==> config.mk <==
export PLATFORM = sky130hd
export DESIGN_NAME = datapath
export DESIGN_NICKNAME = d
export VERILOG_FILES = /design/src/logic/core_pkg.sv /design/src/logic/isa_pkg.sv /design/src/logic/fetch_stage.sv /design/src/logic/decode_stage.sv /design/src/logic/regfile.sv /design/src/logic/exe_stage.sv /design/src/logic/commit_stage.sv /design/src/logic/datapath.sv
export SDC_FILE = /design/constraint.sdc
export NUM_CORES = 2
export LEC_CHECK = 0
export BUFFER_PORTS_ARGS = -buffer_cell sky130_fd_sc_hd__buf_2
export CAP_MARGIN = 20
export CORE_AREA = 2 2 469 471
export CTS_CLUSTER_SIZE = 12
export DETAILED_ROUTE_END_ITERATION = 10
export DIE_AREA = 0 0 471 473
export PLACE_DENSITY = 0.46
export SYNTH_ARGS = -nofsm -noshare
export SYNTH_HDL_FRONTEND = slang
export SYNTH_SLANG_ARGS = --single-unit
export TNS_END_PERCENT = 100
==> constraint.sdc <==
create_clock -name clk_i -period 11.8 [get_ports clk_i]
set_clock_uncertainty 0.2 [all_clocks]
set_input_delay 2.36 -clock clk_i [delete_from_list [all_inputs] [get_ports clk_i]]
set_output_delay 2.36 -clock clk_i [all_outputs]
set_load 0.02 [all_outputs]
==> src/logic/core_pkg.sv <==
/*
 * shared types and constants for the rv32i integer pipeline
 * covers data word, pc, register index and raw instruction types
 * and the set of alu operations carried from decode to execute
 */
package core_pkg;

    localparam int XLEN       = 32;
    localparam int REG_ADDR_W = 5;
    localparam int NUM_REGS   = 32;
    localparam int SHAMT_W    = 5;
    localparam int PC_INCR    = 4;

    typedef logic [XLEN-1:0]       word_t;
    typedef logic [XLEN-1:0]       pc_t;
    typedef logic [REG_ADDR_W-1:0] reg_addr_t;
    typedef logic [31:0]           instr_t;

    // operations the execute step knows about
    typedef enum logic [3:0] {
        ALU_ADD,
        ALU_SUB,
        ALU_AND,
        ALU_OR,
        ALU_XOR,
        ALU_SLL,
        ALU_SRL,
        ALU_SRA,
        ALU_SLT,
        ALU_SLTU,
        ALU_LUI
    } alu_op_t;

endpackage

==> src/logic/isa_pkg.sv <==
/*
 * rv32i encodings for the supported integer subset
 * opcodes and function fields used by the instruction decoder
 */
package isa_pkg;

    typedef logic [6:0] opcode_t;
    typedef logic [2:0] funct3_t;
    typedef logic [6:0] funct7_t;

    // major opcodes
    localparam opcode_t OPCODE_OP     = 7'b0110011;
    localparam opcode_t OPCODE_OP_IMM = 7'b0010011;
    localparam opcode_t OPCODE_LUI    = 7'b0110111;

    // funct3, shared by register and immediate forms
    localparam funct3_t F3_ADD_SUB = 3'b000;
    localparam funct3_t F3_SLL     = 3'b001;
    localparam funct3_t F3_SLT     = 3'b010;
    localparam funct3_t F3_SLTU    = 3'b011;
    localparam funct3_t F3_XOR     = 3'b100;
    localparam funct3_t F3_SRL_SRA = 3'b101;
    localparam funct3_t F3_OR      = 3'b110;
    localparam funct3_t F3_AND     = 3'b111;

    // funct7 values
    localparam funct7_t FUNCT7_ZERO = 7'b0000000;
    localparam funct7_t FUNCT7_ALT  = 7'b0100000;

endpackage

==> src/logic/fetch_stage.sv <==
/*
 * fetch step of the pipeline
 * keeps the next program counter and latches every accepted
 * instruction word together with its pc for the decode step
 */
`timescale 1ns/1ps

module fetch_stage #(
    parameter core_pkg::pc_t BOOT_PC = 32'h0000_0000
) (
    input  logic             clk_i,
    input  logic             rstn_i,
    input  logic             soft_rstn_i,
    input  logic             instr_valid_i,
    input  core_pkg::instr_t instr_i,
    output logic             f_valid_o,
    output core_pkg::pc_t    f_pc_o,
    output core_pkg::instr_t f_instr_o
);
    import core_pkg::*;

    pc_t next_pc_q;

    always_ff @(posedge clk_i, negedge rstn_i) begin
        if (!rstn_i) begin
            next_pc_q <= BOOT_PC;
            f_valid_o <= 1'b0;
        end else if (!soft_rstn_i) begin
            next_pc_q <= BOOT_PC;
            f_valid_o <= 1'b0;
        end else begin
            f_valid_o <= instr_valid_i;
            // one word per accepted instruction
            if (instr_valid_i) begin
                next_pc_q <= next_pc_q + pc_t'(PC_INCR);
            end
        end
    end

    always_ff @(posedge clk_i) begin
        if (instr_valid_i) begin
            f_pc_o    <= next_pc_q;
            f_instr_o <= instr_i;
        end
    end

endmodule

==> src/logic/decode_stage.sv <==
/*
 * decode step of the pipeline
 * splits the instruction word, reads the register file, builds
 * immediates and flags encodings outside the supported subset;
 * the outcome is registered toward the execute step
 */
`timescale 1ns/1ps

module decode_stage (
    input  logic                clk_i,
    input  logic                rstn_i,
    input  logic                soft_rstn_i,
    input  logic                f_valid_i,
    input  core_pkg::pc_t       f_pc_i,
    input  core_pkg::instr_t    f_instr_i,
    output core_pkg::reg_addr_t rs1_addr_o,
    output core_pkg::reg_addr_t rs2_addr_o,
    input  core_pkg::word_t     rs1_data_i,
    input  core_pkg::word_t     rs2_data_i,
    output logic                d_valid_o,
    output core_pkg::pc_t       d_pc_o,
    output core_pkg::reg_addr_t d_rd_o,
    output logic                d_we_o,
    output logic                d_xcpt_o,
    output core_pkg::alu_op_t   d_alu_op_o,
    output core_pkg::word_t     d_op_a_o,
    output core_pkg::word_t     d_op_b_o,
    output core_pkg::reg_addr_t d_rs1_o,
    output core_pkg::reg_addr_t d_rs2_o,
    output logic                d_use_rs1_o,
    output logic                d_use_rs2_o
);
    import core_pkg::*;
    import isa_pkg::*;

    opcode_t   opcode;
    funct3_t   funct3;
    funct7_t   funct7;
    reg_addr_t rd;
    word_t     imm_i;
    word_t     imm_u;
    alu_op_t   alu_op;
    logic      legal;
    logic      use_rs1;
    logic      use_rs2;
    word_t     op_b;

    assign opcode     = f_instr_i[6:0];
    assign rd         = f_instr_i[11:7];
    assign funct3     = f_instr_i[14:12];
    assign funct7     = f_instr_i[31:25];
    assign rs1_addr_o = f_instr_i[19:15];
    assign rs2_addr_o = f_instr_i[24:20];

    // sign-extended i-type, u-type in the upper bits
    assign imm_i = {{(XLEN-12){f_instr_i[31]}}, f_instr_i[31:20]};
    assign imm_u = {f_instr_i[31:12], 12'b0};

    // alt picks sub over add and sra over srl
    function automatic alu_op_t f3_to_op(funct3_t f3, logic alt);
        case (f3)
            F3_ADD_SUB: return alt ? ALU_SUB : ALU_ADD;
            F3_SLL:     return ALU_SLL;
            F3_SLT:     return ALU_SLT;
            F3_SLTU:    return ALU_SLTU;
            F3_XOR:     return ALU_XOR;
            F3_SRL_SRA: return alt ? ALU_SRA : ALU_SRL;
            F3_OR:      return ALU_OR;
            F3_AND:     return ALU_AND;
            default:    return ALU_ADD;
        endcase
    endfunction

    always_comb begin
        alu_op  = ALU_ADD;
        legal   = 1'b0;
        use_rs1 = 1'b0;
        use_rs2 = 1'b0;
        op_b    = rs2_data_i;
        case (opcode)
            OPCODE_OP: begin
                alu_op  = f3_to_op(funct3, funct7 == FUNCT7_ALT);
                legal   = (funct7 == FUNCT7_ZERO) ||
                          (funct7 == FUNCT7_ALT &&
                           (funct3 == F3_ADD_SUB || funct3 == F3_SRL_SRA));
                use_rs1 = 1'b1;
                use_rs2 = 1'b1;
            end
            OPCODE_OP_IMM: begin
                // upper immediate bits only matter for shifts
                alu_op  = f3_to_op(funct3, funct3 == F3_SRL_SRA && funct7 == FUNCT7_ALT);
                legal   = 1'b1;
                if (funct3 == F3_SLL) begin
                    legal = (funct7 == FUNCT7_ZERO);
                end
                if (funct3 == F3_SRL_SRA) begin
                    legal = (funct7 == FUNCT7_ZERO) || (funct7 == FUNCT7_ALT);
                end
                use_rs1 = 1'b1;
                op_b    = imm_i;
            end
            OPCODE_LUI: begin
                alu_op = ALU_LUI;
                legal  = 1'b1;
                op_b   = imm_u;
            end
            default: begin
                legal = 1'b0;
            end
        endcase
    end

    always_ff @(posedge clk_i, negedge rstn_i) begin
        if (!rstn_i) begin
            d_valid_o <= 1'b0;
            d_we_o    <= 1'b0;
            d_xcpt_o  <= 1'b0;
        end else if (!soft_rstn_i) begin
            d_valid_o <= 1'b0;
            d_we_o    <= 1'b0;
            d_xcpt_o  <= 1'b0;
        end else begin
            d_valid_o <= f_valid_i;
            d_xcpt_o  <= f_valid_i && !legal;
            // x0 never becomes a write target
            d_we_o    <= f_valid_i && legal && (rd != '0);
        end
    end

    always_ff @(posedge clk_i) begin
        d_pc_o      <= f_pc_i;
        d_rd_o      <= rd;
        d_alu_op_o  <= alu_op;
        d_op_a_o    <= rs1_data_i;
        d_op_b_o    <= op_b;
        d_rs1_o     <= rs1_addr_o;
        d_rs2_o     <= rs2_addr_o;
        d_use_rs1_o <= use_rs1 && legal;
        d_use_rs2_o <= use_rs2 && legal;
    end

endmodule

==> src/logic/regfile.sv <==
/*
 * integer register file, two read ports and one write port
 * reads are combinational and see a write of the same cycle;
 * register zero is hard-wired to zero
 */
`timescale 1ns/1ps

module regfile (
    input  logic                clk_i,
    input  logic                rstn_i,
    input  logic                we_i,
    input  core_pkg::reg_addr_t waddr_i,
    input  core_pkg::word_t     wdata_i,
    input  core_pkg::reg_addr_t raddr1_i,
    input  core_pkg::reg_addr_t raddr2_i,
    output core_pkg::word_t     rdata1_o,
    output core_pkg::word_t     rdata2_o
);
    import core_pkg::*;

    word_t regs_q [NUM_REGS];

    always_ff @(posedge clk_i, negedge rstn_i) begin
        if (!rstn_i) begin
            for (int i = 0; i < NUM_REGS; i++) begin
                regs_q[i] <= '0;
            end
        end else if (we_i && waddr_i != '0) begin
            regs_q[waddr_i] <= wdata_i;
        end
    end

    // write-through so a dependent read two slots behind needs no stall
    assign rdata1_o = (raddr1_i == '0)                 ? '0      :
                      (we_i && waddr_i == raddr1_i)    ? wdata_i :
                                                         regs_q[raddr1_i];
    assign rdata2_o = (raddr2_i == '0)                 ? '0      :
                      (we_i && waddr_i == raddr2_i)    ? wdata_i :
                                                         regs_q[raddr2_i];

endmodule

==> src/logic/exe_stage.sv <==
/*
 * execute step of the pipeline
 * patches register operands from the commit-step bypass, runs the
 * alu and registers the result toward the commit step
 */
`timescale 1ns/1ps

module exe_stage (
    input  logic                clk_i,
    input  logic                rstn_i,
    input  logic                soft_rstn_i,
    input  logic                d_valid_i,
    input  core_pkg::pc_t       d_pc_i,
    input  core_pkg::reg_addr_t d_rd_i,
    input  logic                d_we_i,
    input  logic                d_xcpt_i,
    input  core_pkg::alu_op_t   d_alu_op_i,
    input  core_pkg::word_t     d_op_a_i,
    input  core_pkg::word_t     d_op_b_i,
    input  core_pkg::reg_addr_t d_rs1_i,
    input  core_pkg::reg_addr_t d_rs2_i,
    input  logic                d_use_rs1_i,
    input  logic                d_use_rs2_i,
    input  logic                wb_we_i,
    input  core_pkg::reg_addr_t wb_rd_i,
    input  core_pkg::word_t     wb_data_i,
    output logic                x_valid_o,
    output core_pkg::pc_t       x_pc_o,
    output core_pkg::reg_addr_t x_rd_o,
    output logic                x_we_o,
    output logic                x_xcpt_o,
    output core_pkg::word_t     x_result_o
);
    import core_pkg::*;

    word_t              opnd_a;
    word_t              opnd_b;
    word_t              result;
    logic [SHAMT_W-1:0] shamt;

    // the instruction one slot ahead has not reached the register file yet
    assign opnd_a = (d_use_rs1_i && wb_we_i && wb_rd_i == d_rs1_i) ? wb_data_i : d_op_a_i;
    assign opnd_b = (d_use_rs2_i && wb_we_i && wb_rd_i == d_rs2_i) ? wb_data_i : d_op_b_i;
    assign shamt  = opnd_b[SHAMT_W-1:0];

    always_comb begin
        case (d_alu_op_i)
            ALU_ADD:  result = opnd_a + opnd_b;
            ALU_SUB:  result = opnd_a - opnd_b;
            ALU_AND:  result = opnd_a & opnd_b;
            ALU_OR:   result = opnd_a | opnd_b;
            ALU_XOR:  result = opnd_a ^ opnd_b;
            ALU_SLL:  result = opnd_a << shamt;
            ALU_SRL:  result = opnd_a >> shamt;
            ALU_SRA:  result = word_t'($signed(opnd_a) >>> shamt);
            ALU_SLT:  result = word_t'($signed(opnd_a) < $signed(opnd_b));
            ALU_SLTU: result = word_t'(opnd_a < opnd_b);
            ALU_LUI:  result = opnd_b;
            default:  result = '0;
        endcase
    end

    always_ff @(posedge clk_i, negedge rstn_i) begin
        if (!rstn_i) begin
            x_valid_o <= 1'b0;
            x_we_o    <= 1'b0;
            x_xcpt_o  <= 1'b0;
        end else if (!soft_rstn_i) begin
            x_valid_o <= 1'b0;
            x_we_o    <= 1'b0;
            x_xcpt_o  <= 1'b0;
        end else begin
            x_valid_o <= d_valid_i;
            x_we_o    <= d_valid_i && d_we_i;
            x_xcpt_o  <= d_valid_i && d_xcpt_i;
        end
    end

    always_ff @(posedge clk_i) begin
        x_pc_o     <= d_pc_i;
        x_rd_o     <= d_rd_i;
        x_result_o <= result;
    end

endmodule

==> src/logic/commit_stage.sv <==
/*
 * commit step of the pipeline
 * writes finished results into the register file, feeds them back
 * to the execute step and reports each instruction on the commit port
 */
`timescale 1ns/1ps

module commit_stage (
    input  logic                clk_i,
    input  logic                rstn_i,
    input  logic                soft_rstn_i,
    input  logic                x_valid_i,
    input  core_pkg::pc_t       x_pc_i,
    input  core_pkg::reg_addr_t x_rd_i,
    input  logic                x_we_i,
    input  logic                x_xcpt_i,
    input  core_pkg::word_t     x_result_i,
    output logic                wb_we_o,
    output core_pkg::reg_addr_t wb_rd_o,
    output core_pkg::word_t     wb_data_o,
    output logic                commit_valid_o,
    output core_pkg::pc_t       commit_pc_o,
    output core_pkg::reg_addr_t commit_rd_o,
    output logic                commit_we_o,
    output core_pkg::word_t     commit_data_o,
    output logic                commit_xcpt_o
);
    import core_pkg::*;

    // an instruction caught by a soft reset must leave no trace
    assign wb_we_o   = x_valid_i && x_we_i && !x_xcpt_i && soft_rstn_i;
    assign wb_rd_o   = x_rd_i;
    assign wb_data_o = x_result_i;

    always_ff @(posedge clk_i, negedge rstn_i) begin
        if (!rstn_i) begin
            commit_valid_o <= 1'b0;
            commit_we_o    <= 1'b0;
            commit_xcpt_o  <= 1'b0;
            commit_pc_o    <= '0;
            commit_rd_o    <= '0;
            commit_data_o  <= '0;
        end else if (!soft_rstn_i) begin
            commit_valid_o <= 1'b0;
            commit_we_o    <= 1'b0;
            commit_xcpt_o  <= 1'b0;
        end else begin
            commit_valid_o <= x_valid_i;
            commit_we_o    <= wb_we_o;
            commit_xcpt_o  <= x_valid_i && x_xcpt_i;
            commit_pc_o    <= x_pc_i;
            commit_rd_o    <= x_rd_i;
            // faulting instructions report their own pc as data
            commit_data_o  <= x_xcpt_i ? word_t'(x_pc_i) : x_result_i;
        end
    end

endmodule

==> src/logic/datapath.sv <==
/*
 * top level of the four-step rv32i integer pipeline
 * takes a stream of instruction words marked by instr_valid_i and
 * reports every instruction in program order on the commit port;
 * BOOT_PC sets the pc after reset and after a soft reset
 */
`timescale 1ns/1ps

module datapath #(
    parameter core_pkg::pc_t BOOT_PC = 32'h0000_0000
) (
    input  logic                clk_i,
    input  logic                rstn_i,
    input  logic                soft_rstn_i,
    input  logic                instr_valid_i,
    input  core_pkg::instr_t    instr_i,
    output logic                commit_valid_o,
    output core_pkg::pc_t       commit_pc_o,
    output core_pkg::reg_addr_t commit_rd_o,
    output logic                commit_we_o,
    output core_pkg::word_t     commit_data_o,
    output logic                commit_xcpt_o
);
    import core_pkg::*;

    // fetch to decode
    logic      f_valid;
    pc_t       f_pc;
    instr_t    f_instr;

    // register file reads
    reg_addr_t rs1_addr;
    reg_addr_t rs2_addr;
    word_t     rs1_data;
    word_t     rs2_data;

    // decode to execute
    logic      d_valid;
    pc_t       d_pc;
    reg_addr_t d_rd;
    logic      d_we;
    logic      d_xcpt;
    alu_op_t   d_alu_op;
    word_t     d_op_a;
    word_t     d_op_b;
    reg_addr_t d_rs1;
    reg_addr_t d_rs2;
    logic      d_use_rs1;
    logic      d_use_rs2;

    // execute to commit
    logic      x_valid;
    pc_t       x_pc;
    reg_addr_t x_rd;
    logic      x_we;
    logic      x_xcpt;
    word_t     x_result;

    // write-back, also the bypass source
    logic      wb_we;
    reg_addr_t wb_rd;
    word_t     wb_data;

    fetch_stage #(
        .BOOT_PC(BOOT_PC)
    ) fetch_stage_inst (
        .clk_i        (clk_i),
        .rstn_i       (rstn_i),
        .soft_rstn_i  (soft_rstn_i),
        .instr_valid_i(instr_valid_i),
        .instr_i      (instr_i),
        .f_valid_o    (f_valid),
        .f_pc_o       (f_pc),
        .f_instr_o    (f_instr)
    );

    decode_stage decode_stage_inst (
        .clk_i      (clk_i),
        .rstn_i     (rstn_i),
        .soft_rstn_i(soft_rstn_i),
        .f_valid_i  (f_valid),
        .f_pc_i     (f_pc),
        .f_instr_i  (f_instr),
        .rs1_addr_o (rs1_addr),
        .rs2_addr_o (rs2_addr),
        .rs1_data_i (rs1_data),
        .rs2_data_i (rs2_data),
        .d_valid_o  (d_valid),
        .d_pc_o     (d_pc),
        .d_rd_o     (d_rd),
        .d_we_o     (d_we),
        .d_xcpt_o   (d_xcpt),
        .d_alu_op_o (d_alu_op),
        .d_op_a_o   (d_op_a),
        .d_op_b_o   (d_op_b),
        .d_rs1_o    (d_rs1),
        .d_rs2_o    (d_rs2),
        .d_use_rs1_o(d_use_rs1),
        .d_use_rs2_o(d_use_rs2)
    );

    regfile regfile_inst (
        .clk_i   (clk_i),
        .rstn_i  (rstn_i),
        .we_i    (wb_we),
        .waddr_i (wb_rd),
        .wdata_i (wb_data),
        .raddr1_i(rs1_addr),
        .raddr2_i(rs2_addr),
        .rdata1_o(rs1_data),
        .rdata2_o(rs2_data)
    );

    exe_stage exe_stage_inst (
        .clk_i      (clk_i),
        .rstn_i     (rstn_i),
        .soft_rstn_i(soft_rstn_i),
        .d_valid_i  (d_valid),
        .d_pc_i     (d_pc),
        .d_rd_i     (d_rd),
        .d_we_i     (d_we),
        .d_xcpt_i   (d_xcpt),
        .d_alu_op_i (d_alu_op),
        .d_op_a_i   (d_op_a),
        .d_op_b_i   (d_op_b),
        .d_rs1_i    (d_rs1),
        .d_rs2_i    (d_rs2),
        .d_use_rs1_i(d_use_rs1),
        .d_use_rs2_i(d_use_rs2),
        .wb_we_i    (wb_we),
        .wb_rd_i    (wb_rd),
        .wb_data_i  (wb_data),
        .x_valid_o  (x_valid),
        .x_pc_o     (x_pc),
        .x_rd_o     (x_rd),
        .x_we_o     (x_we),
        .x_xcpt_o   (x_xcpt),
        .x_result_o (x_result)
    );

    commit_stage commit_stage_inst (
        .clk_i         (clk_i),
        .rstn_i        (rstn_i),
        .soft_rstn_i   (soft_rstn_i),
        .x_valid_i     (x_valid),
        .x_pc_i        (x_pc),
        .x_rd_i        (x_rd),
        .x_we_i        (x_we),
        .x_xcpt_i      (x_xcpt),
        .x_result_i    (x_result),
        .wb_we_o       (wb_we),
        .wb_rd_o       (wb_rd),
        .wb_data_o     (wb_data),
        .commit_valid_o(commit_valid_o),
        .commit_pc_o   (commit_pc_o),
        .commit_rd_o   (commit_rd_o),
        .commit_we_o   (commit_we_o),
        .commit_data_o (commit_data_o),
        .commit_xcpt_o (commit_xcpt_o)
    );

endmodule

==> metrics.yaml <==
sta:
  final_min_period_over_clock_period_pct: 68.8
  fin_setup_tns_ns: 0
  unrepaired_setup_endpoints_after_global_routing: "false"
  setup_viol: 0
  timing_hold_violations_final: 0
  tightest_slew_ns: 1.13
  fin_crit_ns: 8.11
  fmax_mhz: 123
  slew_headroom_pct: 24.6
  report.final.slew_viol_count: 0
grt:
  grt_pass1_vias: 54550
  grt-ovfl-total: 0
  track_usage_pct: 26.0
  largest_net_degree_at_the_start_of_global_routing: 172
  global_route_wire_length_before_repair_mm: 420
  antenna_violations_before_repair: 11
floorplanning:
  design.die.area_mm2: 0.223
  die_height_um: 473
  initial_core_util_pct: 34.8
  num_rows: 172
  core_area_mm2: 0.218
  num_io_pins: 108
  die_width_um: 471
placement:
  place.gp.congestion: 0.987
  buffer_ports.inserted: 105
  detailedPlacementHpwl_mm: 180
clocking:
  cts-root-to-sink-buffers: 3
  cts_repair_resize_count: 0
  path_clk_slew_ns: 0.06
  number_of_cts_inserted_buffers: 158
  postCtsSetupBuffers: 0
  cts_sinks: 1375
  clock_latency_ns: 0.88
  postCtsHoldBufs: 0
  cts_tree: "done"
  cts.htree.levels: 4
  cts.root.buffer_cell: "clkbuf_16"
pwr:
  power.leakage_nw: 37.6
  irDropWorstVdd_mv: 0.176
  pwrdens_mw_per_mm2: 136
  design_power_total_mw: 11.5
critical_path:
  cp_slowest_cell: "and4_1"
  worstPathCellList: "buf_4 > and2_4 > nand3b_4 > inv_4 > and4_1 > a21oi_4 > buf_4 > nor2_4 > buf_4 > inv_2 > ha_1 > a211oi_1 > a211oi_1 > o21a_1 > a31o_2 > a221o_1 > a311oi_2 > a21oi_1 > a31oi_1 > xor2_1 > nor2_1 > or4_1"
  crit_fanout: 37
  number_of_cells_on_the_worst_reg_to_reg_path: 20
  crit_type: "input port to register"
  critPathMostFrequentCell: "buf_4"
  max_stage_delay_ns: 0.54
  worst_ep_arrival_time_ns: 8.63
  timing.critical_path.from_type: "input port"
  worst_setup_path_end_kind: "register"
  critical_path_required_ns: 12.32
job:
  max-cap-violations: 0
worst_hold_path:
  min_path_type: "register to register"
  worst_hold_path.num_cells: 0
logic_synthesis:
  postSynthAreaPerCell_um2: 12.4
  synth.top_cells.by_area: "dfrtp_1, mux2_2, mux4_2"
  synthesis.yosys.warnings: 0
  ys_top_cells_by_count: "dfrtp_1, mux2_2, clkbuf_1"
  synth-seq-cells: 1375
  synth_cells: 6138
  yosysMostFrequentCell: "dfrtp_1"
  synth-async-reset-ratio_pct: 82.3
  yosys.area.top_type_share_pct: 37.3
  netlist-cell-type-count: 108
  yosys_most_used_dff: "dfrtp_1"
  mappedNetlistArea_mm2: 0.0759
  count_of_flip_flops_with_a_built_in_enable_after_synthesis: 62
  netlist.top_cell.by_area: "dfrtp_1"
  synth.yosys.seq_area_share_pct: 44.5
drt:
  routed_wl_mm: 293
  detailroute.via_count: 53970
  route.detailed.wl_per_inst_um: 32.7
  post_dr_vias_cell: 6.03
  drt_iter0_drc: 4875
  dr.pass1.iters: 6
  antenna_left: 0
  post-route-drc-count: 0
finish:
  proportion_of_layout_cells_with_a_drive_suffix_above_1_pct: 36.1
  fin_nets: 6082
  synthToLayoutAreaGrowth_pct: 11.7
run_status:
  run_status: "finished clean"
[worst max-delay path: cells and delay by family]
| kind | cells | cell delay, ns |
|---|---|---|
| xor gates and xnor gates | 1 | 0.17 |
| AOI/OAI and AO/OA | 9 | 2.47 |
| and+or+nand+nor | 6 | 1.55 |
| buffers and inverters | 5 | 1.53 |
| adders and majority gates | 1 | 0.50 |
[flip-flops by register name, indices dropped and copies added (netlist names), 32 cells and up]
register,count
regfile_inst.regs_q,1024
commit_stage_inst.commit_data_o,32
decode_stage_inst.d_op_a_o,32
decode_stage_inst.d_op_b_o,32
exe_stage_inst.x_result_o,32
fetch_stage_inst.f_instr_o,32
[layout make-up]
type / count / area (um^2)
inverter: 111 / 420
sequential: 1375 / 33800
fill: 20852 / 133000
multi-input combinational: 4012 / 39400
timing repair buffer: 291 / 2150
tap: 2871 / 3590
clock inverter: 50 / 672
clock buffer: 239 / 4740
antenna: 2 / 5.00
[power breakdown]
group / switching, mW / total (mW) / internal (mW) / leakage (nW)
combinational: 1.12 / 1.54 / 0.411 / 17.2
sequential: 0.0700 / 4.89 / 4.82 / 17.8
clock: 2.17 / 5.11 / 2.94 / 2.65
[routing by layer]
metal / vias to the layer above / share of wire, % / track usage, %
met3: 446 / 5.7 / 4.11
met4: 4 / 4.1 / 10.2
met1: 28844 / 44 / 35.6
met2: 1843 / 46 / 41.4
li1: 22833 / - / -
met5: - / 0.0079 / 0
[through the flow]
| step | area, um^2 | hold slack, ns | instances | util, % | setup WS (ns) |
|---|---|---|---|---|---|
| floorplan | 75900 | 0.110 | 6139 | - | 4.21 |
| CTS | 84800 | 0.122 | 8947 | 38.9 | 3.80 |
| detailed placement | 79400 | 0.112 | 8658 | 36.4 | 2.92 |
| finish | 84800 | 0.123 | 8951 | 38.9 | 3.69 |
| global route | 84800 | 0.123 | 8950 | 38.9 | 3.50 |
| global placement | 79400 | 0.111 | 8655 | 36.4 | 2.83 |
[logic make-up (layout without fill, tap and decap cells)]
| family | after synthesis | after routing | share of synthesized area [%] |
|---|---|---|---|
| AOI/OAI and AO/OA | 1093 | 1093 | 9.68 |
| DFF | 1375 | 1375 | 44.5 |
| muxes | 1823 | 1823 | 33.7 |
| adders and majority gates | 97 | 97 | 1.61 |
| other | 1 | 4 | 0.00494 |
| buffers and inverters | 752 | 691 | 4.01 |
| xor gates and xnor gates | 64 | 64 | 0.738 |
| and+or+nand+nor | 933 | 933 | 5.78 |
[placed cells by master (no fill, tap or decap), drive strengths merged, types with 9 or more instances in the layout]
| master | synthesis | routed |
|---|---|---|
| a2111oi | 9 | 9 |
| a211oi | 114 | 114 |
| a21boi | 13 | 13 |
| a21o | 30 | 30 |
| a21oi | 263 | 263 |
| a221o | 23 | 23 |
| a221oi | 86 | 86 |
| a22oi | 19 | 19 |
| a31oi | 24 | 24 |
| and2 | 42 | 42 |
| and3 | 26 | 26 |
| buf | 155 | 290 |
| clkbuf | 485 | 240 |
| clkinv | 3 | 40 |
| dfrtp | 1131 | 1131 |
| dfxtp | 182 | 182 |
| edfxtp | 62 | 62 |
| ha | 96 | 96 |
| inv | 108 | 113 |
| mux2 | 1070 | 1070 |
| mux2i | 277 | 277 |
| mux4 | 476 | 476 |
| nand2 | 269 | 269 |
| nand2b | 40 | 40 |
| nand3 | 60 | 60 |
| nand4 | 16 | 16 |
| nor2 | 258 | 258 |
| nor2b | 22 | 22 |
| nor3 | 135 | 135 |
| nor4 | 21 | 21 |
| o2111ai | 11 | 11 |
| o211ai | 57 | 57 |
| o21ai | 219 | 219 |
| o21bai | 20 | 20 |
| o221ai | 46 | 46 |
| o22ai | 69 | 69 |
| o31ai | 16 | 16 |
| or3 | 18 | 18 |
| xnor2 | 50 | 50 |
| xor2 | 14 | 14 |
[worst paths after layout]
check	from	to	slack, ns
min reg2reg	decode_stage_inst.d_rd_o[4]	exe_stage_inst.x_rd_o[4]	0.12
max in group asynchronous	rstn_i	regfile_inst.regs_q[375]	7.85
max reg2reg	exe_stage_inst.x_rd_o[1]	exe_stage_inst.x_result_o[29]	4.89
min	decode_stage_inst.d_rd_o[4]	exe_stage_inst.x_rd_o[4]	0.12
max	soft_rstn_i	exe_stage_inst.x_result_o[29]	3.69
min in group asynchronous	rstn_i	regfile_inst.regs_q[553]	1.28
Power figures use the tool's default switching activity.
